[config.mk]
export PLATFORM = sky130hd
export DESIGN_NAME = index_regs
export DESIGN_NICKNAME = d
export VERILOG_FILES = /design/src/source/mcs4_pkg.sv /design/src/source/index_regs.sv
export VERILOG_INCLUDE_DIRS = /design/src /design/src/source
export SDC_FILE = /design/constraint.sdc
export NUM_CORES = 1
export LEC_CHECK = 0
export BUFFER_PORTS_ARGS = -buffer_cell sky130_fd_sc_hd__clkbuf_2
export CELL_PAD_IN_SITES_DETAIL_PLACEMENT = 1
export CELL_PAD_IN_SITES_GLOBAL_PLACEMENT = 1
export CORE_ASPECT_RATIO = 0.8
export CORE_UTILIZATION = 41
export CTS_BUF_LIST = sky130_fd_sc_hd__clkbuf_8 sky130_fd_sc_hd__clkbuf_16
export CTS_CLUSTER_SIZE = 20
export DETAILED_ROUTE_END_ITERATION = 12
export PLACE_DENSITY_LB_ADDON = 0.1
export SYNTH_ARGS = -nofsm -noshare
export SYNTH_HDL_FRONTEND = slang
export SYNTH_SLANG_ARGS = --single-unit
[constraint.sdc]
create_clock -name clk -period 1.95 [get_ports clk]
set_clock_uncertainty 0.1 [all_clocks]
set_input_delay 0.0975 -clock clk [delete_from_list [all_inputs] [get_ports clk]]
set_output_delay 0.0975 -clock clk [all_outputs]
set_load 0.01 [all_outputs]
[src/source/mcs4_defs.svh]
`ifndef MCS4_DEFS_SVH
`define MCS4_DEFS_SVH

// ========================================
// MCS-4 core dimensions
// ========================================

// Width of the shared bus and of every data nibble
`define MCS4_CHAR_W 4

// Program address, sent as three bus nibbles
`define MCS4_ADDR_W 12

// Number of index registers
`define MCS4_NUM_REGS 16

// Clock phases in one instruction cycle
`define MCS4_NUM_PHASES 8

`endif
[src/source/mcs4_pkg.sv]
`default_nettype none

`include "mcs4_defs.svh"

package mcs4_pkg;

  // ========================================
  // Vector types
  // ========================================
  typedef logic [`MCS4_CHAR_W-1:0]           char_t;
  typedef logic [`MCS4_ADDR_W-1:0]           addr_t;
  typedef logic [$clog2(`MCS4_NUM_REGS)-1:0] raddr_t;

  // ========================================
  // Encodings
  // ========================================

  // Instruction cycle, A1 right after sync
  typedef enum logic [$clog2(`MCS4_NUM_PHASES)-1:0] {
    A1, A2, A3, M1, M2, X1, X2, X3
  } instr_cyc_t;

  // Upper instruction nibble
  // Codes missing here fall through to NOP behaviour
  typedef enum logic [`MCS4_CHAR_W-1:0] {
    NOP       = 4'h0,
    INC       = 4'h6,
    ADD       = 4'h8,
    SUB       = 4'h9,
    LD        = 4'hA,
    XCH       = 4'hB,
    LDM       = 4'hD,
    ACCUM_GRP = 4'hF
  } opr_code_t;

  // Lower nibble inside the accumulator group
  typedef enum logic [`MCS4_CHAR_W-1:0] {
    CLB = 4'h0,
    CLC = 4'h1,
    IAC = 4'h2,
    CMC = 4'h3,
    CMA = 4'h4,
    RAL = 4'h5,
    RAR = 4'h6,
    TCC = 4'h7,
    DAC = 4'h8,
    STC = 4'hA
  } accum_opa_t;

  // ========================================
  // Bundles
  // ========================================
  typedef struct packed {
    opr_code_t opr;
    char_t     opa;
  } instr_t;

  // Execute unit to register file
  typedef struct packed {
    logic   wen;
    raddr_t addr;
    char_t  wdata;
  } idx_req_t;

endpackage

`default_nettype wire

[src/source/index_regs.sv]
`timescale 1ns/1ps
`default_nettype none

`include "mcs4_defs.svh"

module index_regs (
  input  wire                                  clk,
  input  wire                                  rst,
  input  wire mcs4_pkg::instr_cyc_t            icyc,
  input  wire mcs4_pkg::idx_req_t              idx_req,
  output mcs4_pkg::char_t                      rdata,
  output mcs4_pkg::char_t [`MCS4_NUM_REGS-1:0] regs
);

  import mcs4_pkg::*;

  // ========================================
  // Read side
  // ========================================

  // Selected register held for the ALU in X2
  always_ff @(posedge clk) begin
    if (icyc == X1) begin
      rdata <= regs[idx_req.addr];
    end
  end

  // ========================================
  // Write side
  // ========================================

  // Single write slot per instruction, at the end of X3
  always_ff @(posedge clk) begin
    if (rst) begin
      regs <= '0;
    end else if (icyc == X3 && idx_req.wen) begin
      regs[idx_req.addr] <= idx_req.wdata;
    end
  end

  // Address comes straight from the instruction register in the fetch unit
  wr_addr_known: assert property (
    @(posedge clk) disable iff (rst)
    (icyc == X3 && idx_req.wen) |-> !$isunknown(idx_req.addr)
  ) else $error("index register write with unknown address");

endmodule

`default_nettype wire

==> flow_summary.ini <==
[clock_tree]
cts_hold_buf = 0
postCtsResizedCells = 0
post-cts-setup-buffers = 0
cts_root_buffer = clkbuf_8
clock_latency_ns = 0.35
htree_levels = 3
cts_sinks = 68
clk_pin_slew_ns = 0.08
cts_tree = built
cts_buffers = 9
clk_path_buf_depth = 2

[power]
p_per_area_nw_per_um2 = 663
p_switching_uw = 636
p_int_mw = 1.95
p_comb_share_pct = 6.5
ir_drop_mv = 0.356
p_leak_nw = 2.06
clockPowerShare_pct = 39.1
sw_frac_of_total_pct = 24.6
seq_power_share_pct = 54.4

[floorplan]
fp-row-count = 28
core_um2 = 7530
die_x_um = 101
pin_count = 82
initial_core_util_pct = 43.0
die_height_um = 81.5
dieArea_um2 = 8260

[global_route]
antenna_found_initial = 0
grt_max_degree = 65
grt_pass1_vias = 2461
grt_usage_pct = 23.3
overflow = 0
grt_pass1_wl_mm = 13.9

[detailed_routing]
drt-total-wl_mm = 8.90
drtIter0Drc = 99
via_per_inst = 5.27
wl_per_cell_um = 19.0
ant_nets = 0
drt_pre_antenna_iters = 4
dr_total_vias = 2468
drc = 0

[yosys]
synth_edf_count = 4
avgSynthCellArea_um2 = 11.5
synthCells = 281
synth_seq_cells = 68
ys_warn_count = 0
synth_ff_type = dfxtp_1
synthTopCellsByArea = dfxtp_1, mux2i_1, nand2b_1
synth_area_um2 = 3240
seq_area_frac_synth_pct = 43.3
synth_nets = 295
async_flop_share_pct = 0
synth_top_area_share_pct = 39.6
yosys.area.top_type = dfxtp_1
synth_cell_type_count = 21

[timing]
hold_violations = 0
tns_ns = 0
period_needed_ns = 1.57
fin_crit_sh_pct = 80.8
slew_violations = 0
setup_viol = 0
max_slew.worst_pin.slew_ns = 0.477
fmax_mhz = 635
max_slew_margin_pct = 68.2
rsz0062_at_grt = false

[finish]
fillers = 846
finish.utilization_pct = 51.8
nets = 372
syn_to_final_growth_pct = 20.5
drive_above_1_share_pct = 30.0
antenna_cells = 0

[worst_setup_path]
crit_fanout = 3
worst_setup_path_start_kind = flip-flop
critPathKind = reg2reg
cp_data_required_time_ns = 1.96
arrival_ns = 1.58
critPathCaptureType = flip-flop

[hold_path]
hp-class = in2reg

[placement]
io_buffers = 81
hpwl_mm = 6.27
place_congestion = 0.709

[run]
cap_violations = 0

[outcome]
status = finished clean
-- metal layers --
layer	wire [um]	vias up	track usage, %
li1	-	1158	-
met1	4320	1217	32.4
met2	4030	86	35.6
met3	456	7	6.13
met4	100	0	6.96
met5	0	-	0
-- placed cells by master, fill, tap and decap left out, types with 3 or more instances in the layout --
master	count
clkbuf_2	81
nand2b_1	68
mux2i_1	64
dfxtp_1	64
mux4_1	12
buf_4	11
clkbuf_8	10
a22oi_1	8
nand4_1	8
nand3_1	8
nand2_1	5
mux4_2	4
inv_1	4
edfxtp_1	4
nor2b_1	3
-- Yosys cell counts (2+ instances only) --
library cell  instances
nand2_1               5
dfxtp_1              64
mux4_1               12
nor2_1                2
buf_2                 8
nor2b_1               3
clkbuf_1             16
nand2b_1             68
a22oi_1               8
nand3_1               8
mux4_2                4
nand4_1               8
edfxtp_1              4
mux2i_1              64
-- through the flow --
step / setup WS, ns / std cells / hold slack, ns / total power, mW / area, um2
2_1_floorplan: 0.494 / 281 / 0.235 / 1.55 / 3240
6_report: 0.375 / 468 / 0.0510 / 2.59 / 3900
4_1_cts: 0.357 / 468 / 0.0456 / 2.60 / 3900
3_3_place_gp: 0.243 / 452 / 0.380 / 1.61 / 3740
5_1_grt: 0.322 / 468 / 0.0416 / 2.68 / 3900
3_5_place_dp: 0.195 / 452 / 0.390 / 1.61 / 3740
-- cell type report --
class / instances / area (um2) / share of cell area [%]
Multi-Input combinational cell: 186 / 1700 / 43.5
Tap cell: 105 / 131 / 3.37
Sequential cell: 68 / 1400 / 35.9
Clock buffer: 10 / 138 / 3.53
Timing Repair Buffer: 93 / 508 / 13.0
Clock inverter: 6 / 25.0 / 0.641
-- state kept, by name, summed over array words and instances, names as in the netlist --
| name | count |
|---|---|
| regs | 64 |
| rdata | 4 |
-- critical path: stages (launching register included) --
cell     delay, ns
dfxtp_1       0.33
mux4_1        0.53
a22oi_1       0.29
nand2_1       0.09
-- power groups by stage --
stage	clock network, mW	registers (mW)	logic (mW)
3_3_place_gp	0	1.44	0.168
2_1_floorplan	0	1.44	0.114
6_report	1.01	1.41	0.169
4_1_cts	1.03	1.41	0.171
5_1_grt	1.09	1.41	0.183
3_5_place_dp	0	1.44	0.170
-- cells by family after synthesis --
kind of cell	synth area share, %
AOI/OAI and AO/OA	1.85
buffers and inverters	4.29
DFF	43.3
muxes	32.3
and+or+nand+nor	18.3
-- path summary, 6_finish.rpt --
| check | endpoint | slack [ns] | depth (start not counted) | start |
|---|---|---|---|---|
| worst min-delay path | rdata[0]$_DFFE_PN_ | 0.05 | 2 | icyc[1] |
| worst max-delay path | rdata[1]$_DFFE_PN_ | 0.38 | 3 | regs[5]$_SDFFE_PP0P_ |
| worst min register to register | regs[5]$_SDFFE_PP0P_ | 0.40 | 2 | regs[5]$_SDFFE_PP0P_ |
| worst max register to register | rdata[1]$_DFFE_PN_ | 0.38 | 3 | regs[5]$_SDFFE_PP0P_ |
Power figures use the tool's default switching activity.
