## src/source/mcs4_defs.svh

```systemverilog
`ifndef MCS4_DEFS_SVH
`define MCS4_DEFS_SVH

// ========================================
// MCS-4 core dimensions
// ========================================

// Width of the shared bus and of every data nibble
`define MCS4_CHAR_W 4

// Program address, sent as three bus nibbles
`define MCS4_ADDR_W 12

// Number of index registers
`define MCS4_NUM_REGS 16

// Clock phases in one instruction cycle
`define MCS4_NUM_PHASES 8

`endif
```

## src/source/mcs4_pkg.sv

```systemverilog
`default_nettype none

`include "mcs4_defs.svh"

package mcs4_pkg;

  // ========================================
  // Vector types
  // ========================================
  typedef logic [`MCS4_CHAR_W-1:0]           char_t;
  typedef logic [`MCS4_ADDR_W-1:0]           addr_t;
  typedef logic [$clog2(`MCS4_NUM_REGS)-1:0] raddr_t;

  // ========================================
  // Encodings
  // ========================================

  // Instruction cycle, A1 right after sync
  typedef enum logic [$clog2(`MCS4_NUM_PHASES)-1:0] {
    A1, A2, A3, M1, M2, X1, X2, X3
  } instr_cyc_t;

  // Upper instruction nibble
  // Codes missing here fall through to NOP behaviour
  typedef enum logic [`MCS4_CHAR_W-1:0] {
    NOP       = 4'h0,
    INC       = 4'h6,
    ADD       = 4'h8,
    SUB       = 4'h9,
    LD        = 4'hA,
    XCH       = 4'hB,
    LDM       = 4'hD,
    ACCUM_GRP = 4'hF
  } opr_code_t;

  // Lower nibble inside the accumulator group
  typedef enum logic [`MCS4_CHAR_W-1:0] {
    CLB = 4'h0,
    CLC = 4'h1,
    IAC = 4'h2,
    CMC = 4'h3,
    CMA = 4'h4,
    RAL = 4'h5,
    RAR = 4'h6,
    TCC = 4'h7,
    DAC = 4'h8,
    STC = 4'hA
  } accum_opa_t;

  // ========================================
  // Bundles
  // ========================================
  typedef struct packed {
    opr_code_t opr;
    char_t     opa;
  } instr_t;

  // Execute unit to register file
  typedef struct packed {
    logic   wen;
    raddr_t addr;
    char_t  wdata;
  } idx_req_t;

endpackage

`default_nettype wire

```

## src/source/exec_unit.sv

```systemverilog
`timescale 1ns/1ps
`default_nettype none

`include "mcs4_defs.svh"

module exec_unit (
  input  wire                       clk,
  input  wire                       rst,
  input  wire mcs4_pkg::instr_cyc_t icyc,
  input  wire mcs4_pkg::instr_t     instr,
  input  wire mcs4_pkg::char_t      rdata,
  output mcs4_pkg::idx_req_t        idx_req,
  output mcs4_pkg::char_t           accum,
  output logic                      carry
);

  import mcs4_pkg::*;

  accum_opa_t            acc_op;
  logic [`MCS4_CHAR_W:0] cy_acc;
  logic [`MCS4_CHAR_W:0] cy_acc_next;
  logic                  wen_next;
  char_t                 wdata_next;
  logic                  req_wen;
  char_t                 req_wdata;

  // Carry sits on top of the accumulator for 5-bit arithmetic
  assign cy_acc = {carry, accum};
  assign acc_op = accum_opa_t'(instr.opa);

  // ========================================
  // ALU
  // ========================================
  always_comb begin
    cy_acc_next = cy_acc;
    case (instr.opr)
      ADD: cy_acc_next = {1'b0, accum} + {1'b0, rdata};
      // Carry out is the borrow
      SUB: cy_acc_next = {1'b0, accum} - {1'b0, rdata};
      LD:  cy_acc_next = {carry, rdata};
      XCH: cy_acc_next = {carry, rdata};
      LDM: cy_acc_next = {carry, instr.opa};
      ACCUM_GRP: begin
        case (acc_op)
          CLB: cy_acc_next = '0;
          CLC: cy_acc_next = {1'b0, accum};
          IAC: cy_acc_next = {1'b0, accum} + (`MCS4_CHAR_W+1)'(1);
          CMC: cy_acc_next = {~carry, accum};
          CMA: cy_acc_next = {carry, ~accum};
          RAL: cy_acc_next = {accum, carry};
          RAR: cy_acc_next = {accum[0], carry, accum[`MCS4_CHAR_W-1:1]};
          TCC: cy_acc_next = {1'b0, {(`MCS4_CHAR_W-1){1'b0}}, carry};
          DAC: cy_acc_next = {1'b0, accum} - (`MCS4_CHAR_W+1)'(1);
          STC: cy_acc_next = {1'b1, accum};
          default: ;
        endcase
      end
      // NOP and unknown codes leave everything alone
      default: ;
    endcase
  end

  always_ff @(posedge clk) begin
    if (rst) begin
      carry <= 1'b0;
      accum <= '0;
    end else if (icyc == X2) begin
      {carry, accum} <= cy_acc_next;
    end
  end

  // ========================================
  // Index register write request
  // ========================================
  assign wen_next   = (instr.opr == INC) || (instr.opr == XCH);
  // XCH writes back the accumulator before X2 overwrites it
  assign wdata_next = (instr.opr == XCH) ? accum : rdata + char_t'(1);

  // Write enable lives only in X3
  always_ff @(posedge clk) begin
    if (rst) begin
      req_wen <= 1'b0;
    end else if (icyc == X2) begin
      req_wen <= wen_next;
    end else if (icyc == X3) begin
      req_wen <= 1'b0;
    end
  end

  always_ff @(posedge clk) begin
    if (icyc == X2) begin
      req_wdata <= wdata_next;
    end
  end

  assign idx_req.wen   = req_wen;
  assign idx_req.addr  = instr.opa;
  assign idx_req.wdata = req_wdata;

  // Accumulator group never touches the register file
  no_grp_write: assert property (
    @(posedge clk) disable iff (rst)
    idx_req.wen |-> (instr.opr != ACCUM_GRP)
  ) else $error("register write requested by accumulator group op");

endmodule

`default_nettype wire

```

## config.mk

```make
export PLATFORM = sky130hd
export DESIGN_NAME = exec_unit
export DESIGN_NICKNAME = d
export VERILOG_FILES = /design/src/source/mcs4_pkg.sv /design/src/source/exec_unit.sv
export VERILOG_INCLUDE_DIRS = /design/src /design/src/source
export SDC_FILE = /design/constraint.sdc
export NUM_CORES = 1
export LEC_CHECK = 0
export ABC_AREA = 1
export BUFFER_PORTS_ARGS = -buffer_cell sky130_fd_sc_hd__buf_2
export CORE_ASPECT_RATIO = 0.75
export CORE_MARGIN = 2
export CORE_UTILIZATION = 54
export DETAILED_ROUTE_END_ITERATION = 7
export PLACE_DENSITY = 0.8
export SKIP_CTS_REPAIR_TIMING = 1
export SLEW_MARGIN = 40
export SYNTH_ARGS = -nofsm -noshare
export SYNTH_HDL_FRONTEND = slang
export SYNTH_SLANG_ARGS = --single-unit
```

## constraint.sdc

```tcl
create_clock -name clk -period 2.3 [get_ports clk]
set_clock_uncertainty 0.2 [all_clocks]
set_input_delay 0.345 -clock clk [delete_from_list [all_inputs] [get_ports clk]]
set_output_delay 0.345 -clock clk [all_outputs]
set_load 0.05 [all_outputs]
```

==> results of run 1 <==
## Yosys cell counts, drive strengths merged
cell type / instances / area (sq um)
nor3: 5 / 35.0
dfxtp: 6 / 120
buf: 5 / 37.5
o221ai: 1 / 8.76
ha: 7 / 87.6
o211ai: 2 / 15.0
xnor2: 1 / 8.76
o21ai: 18 / 93.8
inv: 32 / 120
o2111ai: 2 / 17.5
nand2: 46 / 210
a211oi: 1 / 7.51
a31oi: 1 / 6.26
edfxtp: 4 / 120
fa: 1 / 20.0
o22ai: 3 / 18.8
nor2: 18 / 116
nand4: 2 / 12.5
a221oi: 2 / 17.5
o31ai: 2 / 15.0
nand3: 17 / 100
a21oi: 12 / 63.8
clkbuf: 1 / 3.75
xor2: 4 / 35.0
## power by group through the flow
| stage | registers (mW) | logic (mW) | clock network (mW) |
|---|---|---|---|
| 5_1_grt | 0.197 | 0.255 | 0.137 |
| 3_5_place_dp | 0.200 | 0.226 | 0 |
| 3_3_place_gp | 0.200 | 0.223 | 0 |
| 4_1_cts | 0.196 | 0.227 | 0.123 |
| 2_1_floorplan | 0.218 | 0.131 | 0 |
| 6_report | 0.196 | 0.231 | 0.128 |
## cell type report
type,count,area (sq um)
timing repair buffer,46,270
tap,34,42.5
clock inverter,1,3.75
fill,209,697
sequential,10,240
multi-input combinational,145,893
clock buffer,3,22.5
inverter,32,120
## cell families (layout without fill, tap and decap cells)
logic type / count (synthesis) / count (layout)
and+or+nand+nor: 88 / 88
AOI/OAI and AO/OA: 44 / 44
buffers and inverters: 38 / 82
DFF: 10 / 10
adders and majority gates: 8 / 8
xor gates and xnor gates: 5 / 5
## final timing paths
path / start / endpoint / slack [ps]
setup reg to reg: accum[1]$_SDFFE_PP0P_ / accum[2]$_SDFFE_PP0P_ / 120
hold reg to reg: req_wen$_SDFFE_PP0P_ / req_wen$_SDFFE_PP0P_ / 290
hold / removal: rst / accum[3]$_SDFFE_PP0P_ / 80
setup / recovery: accum[1]$_SDFFE_PP0P_ / accum[2]$_SDFFE_PP0P_ / 120
## stage by stage
| stage | util, % | power [mW] |
|---|---|---|
| CTS | 69.4 | 0.547 |
| global route | 69.6 | 0.589 |
| global placement | 68.3 | 0.423 |
| floorplan | - | 0.349 |
| detailed placement | 68.3 | 0.426 |
| finish | 69.6 | 0.555 |
## registers in the layout, summed over array words and instances (netlist names)
signal,count
accum,4
req_wen,1
carry,1
req_wdata,4
## routing by layer
layer,vias to the layer above,part of all wire [%]
met5,-,0
met2,69,43
met1,650,48
met4,0,0.55
met3,3,8.8
li1,731,-
## worst reg2reg max path: cells and delay by family, from the launching register on
| kind | cells | cell delay (ps) |
|---|---|---|
| AOI/OAI and AO/OA | 2 | 250 |
| adders and majority gates | 1 | 120 |
| buffers and inverters | 4 | 380 |
| DFF | 1 | 530 |
| and+or+nand+nor | 7 | 610 |
==> impl_metrics.ini, run 1 <==
[status]
outcome = finished, final reports clean

[critical_path]
critPathMaxFanout = 7
cp.depth = 14
cp_top_family = simple AND/OR/NAND/NOR gates
worstPathRequired_ps = 2270
path_class = flip-flop to flip-flop
cpMostUsedCell = nand2_1
ff2ff_path_depth = 14
critPathCaptureType = flip-flop
critPathMaxStageDelay_ps = 530
path_buf_inv = 4
cp-start-kind = flip-flop
cp_slowest_cell = dfxtp_1
crit_arrival_ps = 2150
crit_chain = inv_1 > nand2_2 > nand2_1 > inv_2 > ha_1 > inv_1 > nand2_1 > nand3_1 > nand3_1 > o2111ai_1 > nand2_1 > nand2_1 > o21ai_1 > inv_1

[timing]
slew_violations = 0
finalCritPeriodShare_pct = 94.7
worst_pin_slew_ps = 350
fin_crit_ps = 2180
finalHoldViolCount = 0
fin_setup_tns_ps = 0
rsz0062_at_grt = no
max_freq_mhz = 459
max_slew_margin_pct = 76.7
hold-worst-slack_ps = 75.0
setup_viol = 0
fin_ws_ps = 121

[global_routing]
grtUsageMet1_pct = 41.4
grt-busiest-layer = met2
overflow = 0
grt_usage_pct = 27.3
grt_pass1_wl_mm = 5.66
antenna_found_initial = 0
grt_max_degree = 10
gr-usage-met3_pct = 3.37
use_met2_pct = 42.2
grt_pass1_vias = 1255

[pwr]
p_switching_mw = 0.218
power_density_nw_per_um2 = 349
p_comb_share_pct = 41.5
ir_drop_uv = 160
intPower_mw = 0.338
p_leak_nw = 0.795
p_sw_share_pct = 39.2
pwr-share-seq_pct = 35.3
power_frac_clock_pct = 23.1

[logic_synthesis]
synth_compound_area_share_pct = 20.4
syn_area_sq_um = 1290
synth_cell_type_count = 35
yosys.area_share.adder_pct = 8.33
yosysSeqAreaShare_pct = 18.6
synth_top_family_by_area = simple AND/OR/NAND/NOR gates
synth_mux_area_share_pct = 0
yosys_warnings = 0
yosys.area_share.simple_pct = 36.7
synth_xor_area_share_pct = 3.39
synth.ff_latch_count = 10
synth.avg_cell_area_sq_um = 6.69
synth_nets = 218
syn_inst = 193

[detailed_routing]
drt_iter0_drc = 74
dr.pass1.iters = 4
drt-total-wl_mm = 3.48
ant_nets = 0
drc = 0
wl_per_cell_um = 12.8
routed_via_density = 5.36
vias = 1453

[cts]
cts_sinks = 10
cts_tree = done
cts_max_level = 1
insertion_delay_ps = 270
clk_pin_slew_ps = 70
clockBufferDepth = 2
cts_made_buffers = 3
root_buffer = clkbuf_4

[placement]
place_inst = 267
placed_area_sq_um = 1560
gp_congestion = 0.975
dp_slack_ps = -61.7
dp_hpwl_mm = 2.90
portBuffers = 30

[min_path]
holdCritPathClass = input pin to flip-flop
hold_depth = 2

[die]
die_h_um = 46.4
die_x_um = 60.5
coreArea_sq_um = 2290
std_cell_rows = 15
start_util_pct = 56.4
dieArea_sq_um = 2800
ios = 31

[layout]
nNetsFinal = 263
drive_above_1_share_pct = 34.2
layout_common_cells = nand2_1 (39), buf_2 (30), inv_1 (23)
area_growth_pct = 23.4
antennaDiodeCount = 0
final_area_sq_um = 1590
fin_cells = 271
layout_commonest_cell = nand2_1

[run]
drv_cap = 0
No activity file was read; power rests on OpenSTA's default activity.
==> inputs of run 2 (changes only) <==
--- a/config.mk
+++ b/config.mk
@@ -10,9 +10,9 @@
 export BUFFER_PORTS_ARGS = -buffer_cell sky130_fd_sc_hd__buf_2
 export CORE_ASPECT_RATIO = 0.75
 export CORE_MARGIN = 2
-export CORE_UTILIZATION = 54
+export CORE_UTILIZATION = 48
 export DETAILED_ROUTE_END_ITERATION = 7
-export PLACE_DENSITY = 0.8
+export PLACE_DENSITY = 0.76
 export SKIP_CTS_REPAIR_TIMING = 1
 export SLEW_MARGIN = 40
 export SYNTH_ARGS = -nofsm -noshare
==> constraint.sdc (replaced) <==
create_clock -name clk -period 2 [get_ports clk]
set_clock_uncertainty 0.2 [all_clocks]
set_input_delay 0.3 -clock clk [delete_from_list [all_inputs] [get_ports clk]]
set_output_delay 0.3 -clock clk [all_outputs]
set_load 0.05 [all_outputs]
==> run 2 against run 1 <==
Core utilization grew 1.7 points. Worst hold slack lost 46 ps. Sequential share of layout area shrank 1.6 points. Critical path depth shrank 1. Register-to-register slack lost 40 ps. Via count grew 6.5%. Sequential cell count is the same. Routed wire length grew 9.3%. Critical endpoint is now accum[3]$_SDFFE_PP0P_.
==> impl_metrics.ini, run 2 (synthesis results as in run 1) <==
[critical_path]
reg2reg_from = accum[2]$_SDFFE_PP0P_
crit_arrival_ps = 1970
worstPathRequired_ps = 2010
r2r-end = accum[3]$_SDFFE_PP0P_
cp.depth = 13
path_class = input pin to flip-flop
rrSetupSlack_ps = 80
crit_chain = buf_2 > clkinvlp_4 > nand3_4 > nand2_2 > xor2_1 > ha_2 > nand2_2 > o21ai_2 > xor2_1 > nor2_1 > nor2_1 > nand2_1 > a21oi_2
cp-start-kind = input pin
path_buf_inv = 2
ff2ff_path_depth = 8
cp_slowest_cell = ha_2
critPathMaxFanout = 5
cp-startpoint = instr[5]
cp_top_family = simple AND/OR/NAND/NOR gates
critPathCaptureType = flip-flop
critPathMaxStageDelay_ps = 400
crit_end = accum[3]$_SDFFE_PP0P_

[die]
start_util_pct = 50.0
ios = 31
die_h_um = 48.9
coreArea_sq_um = 2580
dieArea_sq_um = 3130
die_x_um = 63.9
std_cell_rows = 16

[min_path]
worstHoldStart = rst
holdCritPathClass = input pin to flip-flop
hold_depth = 2

[global_routing]
grt_usage_pct = 24.7
grt_max_degree = 10
grt_pass1_vias = 1391
antenna_found_initial = 0
grt_pass1_wl_mm = 6.14
overflow = 0

[pwr]
pwr-share-seq_pct = 30.4
power_frac_clock_pct = 25.2
intPower_mw = 0.463
p_total_mw = 0.735
p_comb_share_pct = 44.4
power_density_nw_per_um2 = 399
ir_drop_uv = 195
p_switching_mw = 0.272
p_leak_nw = 0.891
p_sw_share_pct = 37.0

[timing]
slew_violations = 0
worst_pin_slew_ps = 367
rsz0062_at_grt = yes
max_slew_margin_pct = 75.5
setup_viol = 0
max_freq_mhz = 509
fin_setup_tns_ps = 0
fin_crit_ps = 1960
finalHoldViolCount = 0
finalCritPeriodShare_pct = 98.2

[layout]
antennaDiodeCount = 0
reg.largest.list = accum (4), req_wdata (4)
drive_above_1_share_pct = 47.1
layout_commonest_cell = nand2_1
nNetsFinal = 281
area_growth_pct = 42.5
layout_common_cells = nand2_1 (36), buf_4 (33), buf_2 (28)

[detailed_routing]
routed_via_density = 5.32
drt-total-wl_mm = 3.80
dr.pass1.iters = 4
wl_per_cell_um = 13.1
ant_nets = 0
drt_iter0_drc = 130
drc = 0
vias = 1548

[cts]
insertion_delay_ps = 270
clk_pin_slew_ps = 60
cts_made_buffers = 3
cts_max_level = 1
clockBufferDepth = 2
cts_sinks = 10
root_buffer = clkbuf_4
cts_tree = done

[placement]
portBuffers = 30
gp_congestion = 0.933
dp_hpwl_mm = 3.06

[status]
outcome = finished, final reports clean

[run]
drv_cap = 0
==> run 2: per-stage QoR <==
| step | utilization, % | area (sq um) | worst slack (ps) | cells | hold WS (ps) |
|---|---|---|---|---|---|
| 2_1_floorplan | - | 1310 | -2.99 | 193 | 162 |
| 3_3_place_gp | 65.6 | 1690 | -210 | 284 | 268 |
| 3_5_place_dp | 65.6 | 1690 | -304 | 284 | 279 |
| 4_1_cts | 67.0 | 1730 | -40.9 | 288 | 30.9 |
| 5_1_grt | 71.3 | 1840 | -54.5 | 291 | 34.6 |
| 6_report | 71.3 | 1840 | 36.4 | 291 | 29.2 |
==> run 2: layout make-up <==
cell class	count	area (sq um)
Sequential cell	10	248
Tap cell	36	45.0
Timing Repair Buffer	64	425
Clock buffer	4	36.3
Inverter	32	126
Fill cell	210	742
Multi-Input combinational cell	145	960
==> run 2: power by group through the flow <==
stage	clock, mW	combinational [mW]	sequential [mW]
after global placement	0	0.280	0.229
after detailed placement	0	0.287	0.229
after CTS	0.185	0.288	0.224
final	0.185	0.326	0.223
after floorplan	0	0.154	0.250
after global routing	0.203	0.351	0.224
==> run 2: how the worst min path moves through the flow <==
stage	to	slack, ps
3_3_place_gp	req_wen$_SDFFE_PP0P_	270
6_report	accum[3]$_SDFFE_PP0P_	30
4_1_cts	accum[3]$_SDFFE_PP0P_	30
2_1_floorplan	accum[3]$_SDFFE_PP0P_	160
3_5_place_dp	req_wen$_SDFFE_PP0P_	280
5_1_grt	accum[3]$_SDFFE_PP0P_	30
==> run 2: routing by layer <==
| layer | vias to the layer above | part of all wire [%] | global-route usage [%] |
|---|---|---|---|
| li1 | 780 | - | - |
| met1 | 694 | 47 | 35.9 |
| met2 | 66 | 45 | 38.5 |
| met3 | 8 | 7.0 | 2.31 |
| met4 | 0 | 1.5 | 7.25 |
| met5 | - | 0 | 0 |
